$ cat src/csr_defines.svh
// Width and machine ID constants for the CSR unit, included by the package, RTL and testbench
`ifndef CSR_DEFINES_SVH
`define CSR_DEFINES_SVH

// Register and data width of the whole unit
`define CSR_XLEN 32

// Machine information registers, read-only

// Zero marks a non-commercial implementation
`define CSR_MVENDORID 32'h0000_0000

// Open-source architecture ID
`define CSR_MARCHID 32'h0000_002a

// Implementation version 1.0
`define CSR_MIMPID 32'h0001_0000

`endif

$ cat src/csr_pkg.sv
// Shared CSR addresses, funct3 codes, cause codes, masks and the mcause type; import with csr_pkg::*
`include "csr_defines.svh"

package csr_pkg;

    // Machine CSR addresses
    localparam logic [11:0] CSR_ADR_MSTATUS   = 12'h300;
    localparam logic [11:0] CSR_ADR_MISA      = 12'h301;
    localparam logic [11:0] CSR_ADR_MIE       = 12'h304;
    localparam logic [11:0] CSR_ADR_MTVEC     = 12'h305;
    localparam logic [11:0] CSR_ADR_MSCRATCH  = 12'h340;
    localparam logic [11:0] CSR_ADR_MEPC      = 12'h341;
    localparam logic [11:0] CSR_ADR_MCAUSE    = 12'h342;
    localparam logic [11:0] CSR_ADR_MTVAL     = 12'h343;
    localparam logic [11:0] CSR_ADR_MCYCLE    = 12'hB00;
    localparam logic [11:0] CSR_ADR_MVENDORID = 12'hF11;
    localparam logic [11:0] CSR_ADR_MARCHID   = 12'hF12;
    localparam logic [11:0] CSR_ADR_MIMPID    = 12'hF13;
    localparam logic [11:0] CSR_ADR_MHARTID   = 12'hF14;

    // Zicsr funct3, bit 2 selects the immediate form
    localparam logic [2:0] F3_CSRRW  = 3'b001;
    localparam logic [2:0] F3_CSRRS  = 3'b010;
    localparam logic [2:0] F3_CSRRC  = 3'b011;
    localparam logic [2:0] F3_CSRRWI = 3'b101;
    localparam logic [2:0] F3_CSRRSI = 3'b110;
    localparam logic [2:0] F3_CSRRCI = 3'b111;

    // Exception codes that carry a faulting address in mtval
    localparam logic [`CSR_XLEN-2:0] EXC_LOAD_MISALIGNED  = 'd4;
    localparam logic [`CSR_XLEN-2:0] EXC_LOAD_FAULT       = 'd5;
    localparam logic [`CSR_XLEN-2:0] EXC_STORE_MISALIGNED = 'd6;
    localparam logic [`CSR_XLEN-2:0] EXC_STORE_FAULT      = 'd7;

    // mstatus fields
    localparam int MSTATUS_MIE_BIT  = 3;
    localparam int MSTATUS_MPIE_BIT = 7;
    localparam logic [`CSR_XLEN-1:0] MSTATUS_MASK  = 'h0000_0088;
    localparam logic [`CSR_XLEN-1:0] MSTATUS_MPP_M = 'h0000_1800;  // MPP hardwired to machine

    // MSIE, MTIE and MEIE
    localparam logic [`CSR_XLEN-1:0] MIE_MASK = 'h0000_0888;

    // Direct mode only, low two bits read as zero
    localparam logic [`CSR_XLEN-1:0] MTVEC_MASK = {{(`CSR_XLEN-2){1'b1}}, 2'b00};
    localparam logic [`CSR_XLEN-1:0] MEPC_MASK  = {{(`CSR_XLEN-2){1'b1}}, 2'b00};

    // MXL = 1 (32 bit), extension I
    localparam logic [`CSR_XLEN-1:0] MISA_VALUE = {2'b01, {(`CSR_XLEN-28){1'b0}}, 26'h000_0100};

    // mcause seen as an interrupt
    typedef struct packed {
        logic                  intr;       // Always 1 in this view
        logic [`CSR_XLEN-2:0]  irq_code;   // 3 soft, 7 timer, 11 external
    } mcause_irq_t;

    // mcause seen as a synchronous exception
    typedef struct packed {
        logic                  intr;       // Always 0 in this view
        logic [`CSR_XLEN-2:0]  exc_code;
    } mcause_exc_t;

    // Top bit decides which view applies
    typedef union packed {
        mcause_irq_t irq;
        mcause_exc_t exc;
    } mcause_t;

endpackage

$ cat src/csr_decode.sv
// First CSR pipeline stage: decodes a Zicsr request into op, operand and write enable
`timescale 1ns/1ps
`include "csr_defines.svh"

module csr_decode import csr_pkg::*; (
    input  logic                  clk_i,
    input  logic                  rst_i,

    // Request from the core
    input  logic                  req_valid_i,
    output logic                  req_ready_o,
    input  logic [2:0]            req_funct3_i,
    input  logic [11:0]           req_addr_i,
    input  logic [4:0]            req_rs1_idx_i,    // rs1 index or zimm
    input  logic [`CSR_XLEN-1:0]  req_rs1_data_i,

    // Decoded request to the register stage
    output logic                  dec_valid_o,
    input  logic                  dec_ready_i,
    output logic [11:0]           dec_addr_o,
    output logic [1:0]            dec_op_o,
    output logic [`CSR_XLEN-1:0]  dec_operand_o,
    output logic                  dec_we_o,
    output logic                  dec_illegal_o
);
    logic                 is_imm;
    logic [1:0]           op;
    logic [`CSR_XLEN-1:0] operand;
    logic                 we;
    logic                 illegal;
    logic                 load;

    logic                 valid_q;
    logic [11:0]          addr_q;
    logic [1:0]           op_q;
    logic [`CSR_XLEN-1:0] operand_q;
    logic                 we_q;
    logic                 illegal_q;

    assign is_imm = req_funct3_i[2];
    assign op     = req_funct3_i[1:0];

    // Immediate forms take the zero-extended zimm
    assign operand = is_imm ? {{(`CSR_XLEN-5){1'b0}}, req_rs1_idx_i} : req_rs1_data_i;

    // Set and clear with x0 / zero imm are pure reads
    always_comb begin
        if (op == F3_CSRRW[1:0]) begin
            we = 1'b1;
        end else begin
            we = (req_rs1_idx_i != 5'd0);
        end
    end

    // funct3 0 and 4 are not CSR ops; top address bits 11 mark read-only space
    assign illegal = (op == 2'b00) || (we && (req_addr_i[11:10] == 2'b11));

    // Stage empty or drained this cycle
    assign req_ready_o = !valid_q || dec_ready_i;
    assign load        = req_valid_i && req_ready_o;

    always_ff @(posedge clk_i) begin
        if (rst_i) begin
            valid_q <= 1'b0;
        end else if (req_ready_o) begin
            valid_q <= req_valid_i;
        end
    end

    always_ff @(posedge clk_i) begin
        if (load) begin
            addr_q    <= req_addr_i;
            op_q      <= op;
            operand_q <= operand;
            we_q      <= we;
            illegal_q <= illegal;
        end
    end

    assign dec_valid_o   = valid_q;
    assign dec_addr_o    = addr_q;
    assign dec_op_o      = op_q;
    assign dec_operand_o = operand_q;
    assign dec_we_o      = we_q;
    assign dec_illegal_o = illegal_q;

endmodule

$ cat src/csr_regs.sv
// Second CSR pipeline stage: machine CSR file with read-modify-write, trap and mret updates
`timescale 1ns/1ps
`include "csr_defines.svh"

module csr_regs import csr_pkg::*; (
    input  logic                  clk_i,
    input  logic                  rst_i,

    // Decoded request
    input  logic                  dec_valid_i,
    output logic                  dec_ready_o,
    input  logic [11:0]           dec_addr_i,
    input  logic [1:0]            dec_op_i,
    input  logic [`CSR_XLEN-1:0]  dec_operand_i,
    input  logic                  dec_we_i,
    input  logic                  dec_illegal_i,

    // Response to the core
    output logic                  rsp_valid_o,
    input  logic                  rsp_ready_i,
    output logic [`CSR_XLEN-1:0]  rsp_rdata_o,      // Value before the write
    output logic                  rsp_illegal_o,

    // Trap entry and return strobes
    input  logic                  trap_i,
    input  logic                  trap_intr_i,
    input  logic [`CSR_XLEN-2:0]  trap_code_i,
    input  logic [`CSR_XLEN-1:0]  trap_pc_i,
    input  logic [`CSR_XLEN-1:0]  trap_val_i,
    input  logic                  mret_i,
    input  logic [`CSR_XLEN-1:0]  hartid_i,

    // Side-band state to the core
    output logic [`CSR_XLEN-1:0]  trap_vec_o,
    output logic [`CSR_XLEN-1:0]  epc_o,
    output logic                  irq_ena_o,
    output logic [`CSR_XLEN-1:0]  irq_ena_vec_o
);
    // Machine CSRs
    logic [`CSR_XLEN-1:0] mstatus_q;   // Holds MIE and MPIE only
    logic [`CSR_XLEN-1:0] mie_q;
    logic [`CSR_XLEN-1:0] mtvec_q;
    logic [`CSR_XLEN-1:0] mscratch_q;
    logic [`CSR_XLEN-1:0] mepc_q;
    mcause_t              mcause_q;
    logic [`CSR_XLEN-1:0] mtval_q;
    logic [`CSR_XLEN-1:0] mcycle_q;

    logic                 accept;
    logic                 hit;
    logic                 illegal;
    logic                 wr_en;
    logic [`CSR_XLEN-1:0] old_val;
    logic [`CSR_XLEN-1:0] new_val;
    mcause_t              trap_cause;
    logic                 trap_has_val;

    logic                 rsp_valid_q;
    logic [`CSR_XLEN-1:0] rsp_rdata_q;
    logic                 rsp_illegal_q;

    // Trap and mret own the register file for their cycle
    assign dec_ready_o = (!rsp_valid_q || rsp_ready_i) && !trap_i && !mret_i;
    assign accept      = dec_valid_i && dec_ready_o;

    // Read side
    always_comb begin
        hit     = 1'b1;
        old_val = '0;
        case (dec_addr_i)
            CSR_ADR_MSTATUS:   old_val = mstatus_q | MSTATUS_MPP_M;
            CSR_ADR_MISA:      old_val = MISA_VALUE;
            CSR_ADR_MIE:       old_val = mie_q;
            CSR_ADR_MTVEC:     old_val = mtvec_q;
            CSR_ADR_MSCRATCH:  old_val = mscratch_q;
            CSR_ADR_MEPC:      old_val = mepc_q;
            CSR_ADR_MCAUSE:    old_val = mcause_q;
            CSR_ADR_MTVAL:     old_val = mtval_q;
            CSR_ADR_MCYCLE:    old_val = mcycle_q;
            CSR_ADR_MVENDORID: old_val = `CSR_MVENDORID;
            CSR_ADR_MARCHID:   old_val = `CSR_MARCHID;
            CSR_ADR_MIMPID:    old_val = `CSR_MIMPID;
            CSR_ADR_MHARTID:   old_val = hartid_i;
            default:           hit = 1'b0;   // Unimplemented
        endcase
    end

    assign illegal = dec_illegal_i || !hit;

    // Modify
    always_comb begin
        case (dec_op_i)
            F3_CSRRS[1:0]: new_val = old_val | dec_operand_i;
            F3_CSRRC[1:0]: new_val = old_val & ~dec_operand_i;
            default:       new_val = dec_operand_i;
        endcase
    end

    assign wr_en = accept && dec_we_i && !illegal;

    // Cause word built through the view the core asked for
    always_comb begin
        trap_cause = '0;
        if (trap_intr_i) begin
            trap_cause.irq.intr     = 1'b1;
            trap_cause.irq.irq_code = trap_code_i;
        end else begin
            trap_cause.exc.intr     = 1'b0;
            trap_cause.exc.exc_code = trap_code_i;
        end
    end

    // Only misaligned and faulting loads/stores report an address
    assign trap_has_val = !trap_intr_i &&
                          (trap_code_i inside {EXC_LOAD_MISALIGNED, EXC_LOAD_FAULT,
                                               EXC_STORE_MISALIGNED, EXC_STORE_FAULT});

    // mstatus, trap beats mret
    always_ff @(posedge clk_i) begin
        if (rst_i) begin
            mstatus_q <= '0;
        end else if (trap_i) begin
            mstatus_q[MSTATUS_MPIE_BIT] <= mstatus_q[MSTATUS_MIE_BIT];
            mstatus_q[MSTATUS_MIE_BIT]  <= 1'b0;
        end else if (mret_i) begin
            mstatus_q[MSTATUS_MIE_BIT]  <= mstatus_q[MSTATUS_MPIE_BIT];
            mstatus_q[MSTATUS_MPIE_BIT] <= 1'b1;
        end else if (wr_en && dec_addr_i == CSR_ADR_MSTATUS) begin
            mstatus_q <= new_val & MSTATUS_MASK;
        end
    end

    // Trap handling registers
    always_ff @(posedge clk_i) begin
        if (rst_i) begin
            mepc_q   <= '0;
            mcause_q <= '0;
            mtval_q  <= '0;
        end else if (trap_i) begin
            mepc_q   <= trap_pc_i & MEPC_MASK;
            mcause_q <= trap_cause;
            mtval_q  <= trap_has_val ? trap_val_i : '0;
        end else if (wr_en) begin
            case (dec_addr_i)
                CSR_ADR_MEPC:   mepc_q   <= new_val & MEPC_MASK;
                CSR_ADR_MCAUSE: mcause_q <= new_val;
                CSR_ADR_MTVAL:  mtval_q  <= new_val;
                default: ;
            endcase
        end
    end

    // Plain writable registers
    always_ff @(posedge clk_i) begin
        if (rst_i) begin
            mie_q      <= '0;
            mtvec_q    <= '0;
            mscratch_q <= '0;
        end else if (wr_en) begin
            case (dec_addr_i)
                CSR_ADR_MIE:      mie_q      <= new_val & MIE_MASK;
                CSR_ADR_MTVEC:    mtvec_q    <= new_val & MTVEC_MASK;
                CSR_ADR_MSCRATCH: mscratch_q <= new_val;
                default: ;
            endcase
        end
    end

    // Free-running, writes have no effect
    always_ff @(posedge clk_i) begin
        if (rst_i) begin
            mcycle_q <= '0;
        end else begin
            mcycle_q <= mcycle_q + 1'b1;
        end
    end

    // Response slot
    always_ff @(posedge clk_i) begin
        if (rst_i) begin
            rsp_valid_q <= 1'b0;
        end else if (accept) begin
            rsp_valid_q <= 1'b1;
        end else if (rsp_ready_i) begin
            rsp_valid_q <= 1'b0;
        end
    end

    always_ff @(posedge clk_i) begin
        if (accept) begin
            rsp_rdata_q   <= illegal ? '0 : old_val;
            rsp_illegal_q <= illegal;
        end
    end

    assign rsp_valid_o   = rsp_valid_q;
    assign rsp_rdata_o   = rsp_rdata_q;
    assign rsp_illegal_o = rsp_illegal_q;

    assign trap_vec_o    = mtvec_q;
    assign epc_o         = mepc_q;
    assign irq_ena_o     = mstatus_q[MSTATUS_MIE_BIT];
    assign irq_ena_vec_o = mie_q;

endmodule

$ cat src/csr_unit.sv
// Top of the machine CSR unit: decode stage followed by the register stage
`timescale 1ns/1ps
`include "csr_defines.svh"

module csr_unit (
    input  logic                  clk_i,
    input  logic                  rst_i,
    input  logic                  req_valid_i,
    output logic                  req_ready_o,
    input  logic [2:0]            req_funct3_i,
    input  logic [11:0]           req_addr_i,
    input  logic [4:0]            req_rs1_idx_i,
    input  logic [`CSR_XLEN-1:0]  req_rs1_data_i,
    output logic                  rsp_valid_o,
    input  logic                  rsp_ready_i,
    output logic [`CSR_XLEN-1:0]  rsp_rdata_o,
    output logic                  rsp_illegal_o,
    input  logic                  trap_i,
    input  logic                  trap_intr_i,
    input  logic [`CSR_XLEN-2:0]  trap_code_i,
    input  logic [`CSR_XLEN-1:0]  trap_pc_i,
    input  logic [`CSR_XLEN-1:0]  trap_val_i,
    input  logic                  mret_i,
    input  logic [`CSR_XLEN-1:0]  hartid_i,
    output logic [`CSR_XLEN-1:0]  trap_vec_o,
    output logic [`CSR_XLEN-1:0]  epc_o,
    output logic                  irq_ena_o,
    output logic [`CSR_XLEN-1:0]  irq_ena_vec_o
);
    // Decode to register stage
    logic                 dec_valid;
    logic                 dec_ready;
    logic [11:0]          dec_addr;
    logic [1:0]           dec_op;
    logic [`CSR_XLEN-1:0] dec_operand;
    logic                 dec_we;
    logic                 dec_illegal;

    csr_decode u_decode (
        .clk_i, .rst_i,
        .req_valid_i, .req_ready_o, .req_funct3_i, .req_addr_i, .req_rs1_idx_i, .req_rs1_data_i,
        .dec_valid_o (dec_valid), .dec_ready_i (dec_ready), .dec_addr_o (dec_addr),
        .dec_op_o (dec_op), .dec_operand_o (dec_operand), .dec_we_o (dec_we),
        .dec_illegal_o (dec_illegal)
    );

    csr_regs u_regs (
        .clk_i, .rst_i,
        .dec_valid_i (dec_valid), .dec_ready_o (dec_ready), .dec_addr_i (dec_addr),
        .dec_op_i (dec_op), .dec_operand_i (dec_operand), .dec_we_i (dec_we),
        .dec_illegal_i (dec_illegal),
        .rsp_valid_o, .rsp_ready_i, .rsp_rdata_o, .rsp_illegal_o,
        .trap_i, .trap_intr_i, .trap_code_i, .trap_pc_i, .trap_val_i, .mret_i, .hartid_i,
        .trap_vec_o, .epc_o, .irq_ena_o, .irq_ena_vec_o
    );

endmodule

$ cat config.mk
export PLATFORM = sky130hd
export DESIGN_NAME = csr_unit
export DESIGN_NICKNAME = d
export VERILOG_FILES = /design/src/csr_pkg.sv /design/src/csr_decode.sv /design/src/csr_regs.sv /design/src/csr_unit.sv
export VERILOG_INCLUDE_DIRS = /design/src
export SDC_FILE = /design/constraint.sdc
export NUM_CORES = 1
export LEC_CHECK = 0
export BUFFER_PORTS_ARGS = -buffer_cell sky130_fd_sc_hd__buf_2
export CORE_MARGIN = 2
export CORE_UTILIZATION = 30
export CTS_CLUSTER_DIAMETER = 40
export CTS_CLUSTER_SIZE = 8
export DETAILED_ROUTE_END_ITERATION = 10
export SYNTH_ARGS = -nofsm -noshare
export SYNTH_HDL_FRONTEND = slang
export SYNTH_HIERARCHICAL = 1
export SYNTH_SLANG_ARGS = --single-unit
$ cat constraint.sdc
create_clock -name clk_i -period 2.8 [get_ports clk_i]
set_input_delay 0.42 -clock clk_i [delete_from_list [all_inputs] [get_ports clk_i]]
set_output_delay 0.42 -clock clk_i [all_outputs]
set_load 0.005 [all_outputs]
==> results by group <==
Logic synthesis
  • Distinct cells, synth: 83
  • Ys flop type: dfxtp_1
  • Synth top area cells: dfxtp_1 28%, edfxtp_1 17%, a211oi_1 3.6%, o21ai_0 3.1%, nor4b_1 3.0%
  • Sequential share of the synthesized area: 0.450
  • Ys Warns: 6
  • Post-synth top area share: 0.277
  • Gate Count Post-Synth: 1495
  • Post-synth top area cell: dfxtp_1
  • Mapped cell area: 14100 µm²
  • EDFF count, synth: 81
  • Synth Register Bits: 276
  • Synth async-reset ratio: 0
  • Mean Syn Cell Area: 9.42 µm²

Route
  • Pre-antenna DRT Iters: 8
  • Vias/cell: 5.82
  • Post-route ant nets: 0
  • Initial DRC count: 1803
  • WL final: 62100 µm
  • WL per Instance: 25.2 µm
  • Drt drc: 0
  • DR vias: 14.4k

Floorplanning
  • Rows: 79
  • Horiz. Die Dim: 221 µm
  • Die area: 48700 µm²
  • Total core area: 46500 µm²
  • Top-level port count: 318
  • Initial cell density of the core: 0.303
  • DIE HEIGHT: 221 µm

Clock tree
  • Max clock buf depth: 3
  • Clock latency on the worst-skew pair: 0.56 ns
  • CTS clk-pin slew, worst paths: 0.05 ns
  • Clock root cell: clkbuf_16
  • Htree depth: 2
  • Total CTS buffers: 46
  • Post-CTS Hold Buffers: 0
  • CTS tree: done
  • Clock sinks: 276

Placed design
  • Routability cong.: 0.925
  • IO Port Bufs: 282
  • DP Wirelength: 45600 µm
  • Inst Count DP: 2372

Setup path
  • Crit end category: flip-flop
  • Crit-path max FO: 7
  • CP required: 3.26 ns
  • CP startpoint kind: flip-flop
  • Crit Path Category: reg2reg
  • Crit path DAT: 3.23 ns

GRT
  • GRT Overall Usage: 0.245
  • Vias in the first global route: 13.4k
  • First-pass GRT wire length: 88500 µm
  • Congestion Overflow GR: 0
  • Largest net degree at the start of global routing: 96
  • Initial antenna violation count: 1

Power
  • Static leakage: 6.64 nW
  • PD cells: 578 nW/µm²
  • Max VDD drop: 367 µV

STA
  • Worst-margin pin slew: 1.12 ns
  • Fmax: 360 MHz
  • Max Transition Viols Final: 0
  • Final hold viol count: 0
  • Skew final: 0.0210 ns
  • Minimum clock period: 2.78 ns
  • Max-slew headroom: 0.251
  • # setup viols final: 0
  • RSZ-0062 raised after global routing: true
  • Period utilization: 0.992

Layout
  • Layout cell share with drive strength beyond 1: 0.314
  • Area Overhead vs Synth: 31.7%
  • Final core occ: 0.399
  • Post-Layout Cell Count: 2465
  • Fillers: 4672
  • Register area: 6340 µm²
  • Final net count: 2015
  • Multi-input logic area: 7140 µm²
  • Ant. Diodes: 0

Run status
  • Status: completed

Flow run
  • MaxCap Viol Count: 0

Hold path
  • Hold Crit Class: in2reg
-- critical path: stages (launching register included) --
cell,delay (ns)
edfxtp_1,0.54
or4_4,0.61
nor4_4,0.27
buf_6,0.18
buf_12,0.14
a22oi_2,0.07
and4_1,0.20
o31a_1,0.41
a211oi_1,0.26
-- metal layers --
layer	global-route usage	vias up	part of all wire
met5	0	-	0.00021
met4	0.0776	2	0.032
met3	0.0423	115	0.089
met2	0.368	811	0.43
met1	0.356	6982	0.45
li1	-	6442	-
-- cell usage in the layout, fill, tap and decap left out, types with 58 or more instances in the layout --
cell type and instances:
a211oi_1 58, a31oi_1 61, buf_2 280, buf_4 118, dfxtp_1 195, edfxtp_1 81, nand2_1 68, nor2_1 110
o21ai_0 85
-- synth_stat cells, drive strengths merged, types with 3 or more instances --
cell / instances
xor2: 8
or4: 5
nor4: 40
or3: 14
o22ai: 17
and4: 19
dfxtp: 195
a311oi: 11
nor4b: 50
nor3b: 4
a222oi: 16
nand3: 38
nand3b: 12
o21ai: 91
edfxtp: 81
or2: 6
a211oi: 80
o221ai: 3
a2111oi: 4
nand4: 36
a221oi: 11
xnor2: 11
a41oi: 15
nor2b: 38
a32oi: 7
o31a: 14
nand2b: 9
a21oi: 51
buf: 79
mux2: 16
o32ai: 4
nor3: 40
and3: 15
nor2: 113
and2: 12
inv: 12
o311ai: 3
mux2i: 19
a22o: 3
a31oi: 61
clkbuf: 92
nand2: 68
a22oi: 44
-- cells by family after synthesis --
group / synth area share
AO/OA/AOI/OAI: 0.220
XOR/XNOR: 0.0118
adder cells (fa/ha/maj): 0.000889
buffers and inverters: 0.0649
flip-flops: 0.450
multiplexers: 0.0295
other: 0.000266
AND/OR/NAND/NOR: 0.222
-- power by group --
group	switching (W)	internal, W
combinational	0.000615	0.000363
sequential	0.000109	0.00424
clock	0.00194	0.00345
total	0.00267	0.00805
-- path summary, 6_finish.rpt --
| kind | from | to | slack [ns] | cells after the start |
|---|---|---|---|---|
| max | u_decode/dec_addr_o[1]$_DFFE_PP_ | u_regs/trap_vec_o[22]$_SDFFE_PP0P_ | 0.02 | 8 |
| min | req_addr_i[4] | u_decode/dec_addr_o[4]$_DFFE_PP_ | 0.06 | 1 |
| max reg2reg | u_decode/dec_addr_o[1]$_DFFE_PP_ | u_regs/trap_vec_o[22]$_SDFFE_PP0P_ | 0.02 | 8 |
| min reg2reg | u_regs/mtval_q[29]$_SDFFE_PP0P_ | u_regs/mtval_q[29]$_SDFFE_PP0P_ | 0.47 | 2 |
-- registers in the layout, indices dropped and copies added (netlist names), 3 cells and up --
name                    cells
u_decode/dec_operand_o     32
u_regs/trap_vec_o          30
u_decode/dec_addr_o        12
u_regs/rsp_rdata_o         32
u_regs/mcycle_q            32
u_regs/irq_ena_vec_o        3
u_regs/mcause_q            32
u_regs/mscratch_q          32
u_regs/mtval_q             32
u_regs/epc_o               30
-- area by class of cell --
cell class              instances  share of cell area
clock buffers                  67              0.0696
clock inverters                11             0.00850
inverters                      14             0.00283
multi-input cells            1066               0.385
flip-flops and latches        276               0.342
well taps                     607              0.0410
repair buffers                424               0.151
-- per-stage QoR --
| step | setup TNS, ns | worst slack [ns] | total power, W | cell area (µm²) | hold slack, ns |
|---|---|---|---|---|---|
| 6_report | 0 | 0.0211 | 0.0107 | 18500 | 0.0560 |
| 5_1_grt | -0.390 | -0.0637 | 0.0110 | 18500 | 0.0439 |
| 4_1_cts | 0 | 0.0317 | 0.0108 | 18200 | 0.0298 |
| 3_5_place_dp | -0.000836 | -0.000836 | 0.00536 | 16800 | 0.462 |
| 3_3_place_gp | 0 | 0.0693 | 0.00535 | 16800 | 0.454 |
| 2_1_floorplan | 0 | 0.414 | 0.00485 | 14200 | 0.426 |
-- repair_timing --
item | in CTS | in global routing
setup endpoints to repair | 2 | 60
cloned | 0 | 2
resized for setup | 1 | 34
setup buffers | 0 | 13
pin swaps | 0 | 18
hold endpoints to repair | 0 | 0
Note: power is estimated with default switching activity, not from simulation.
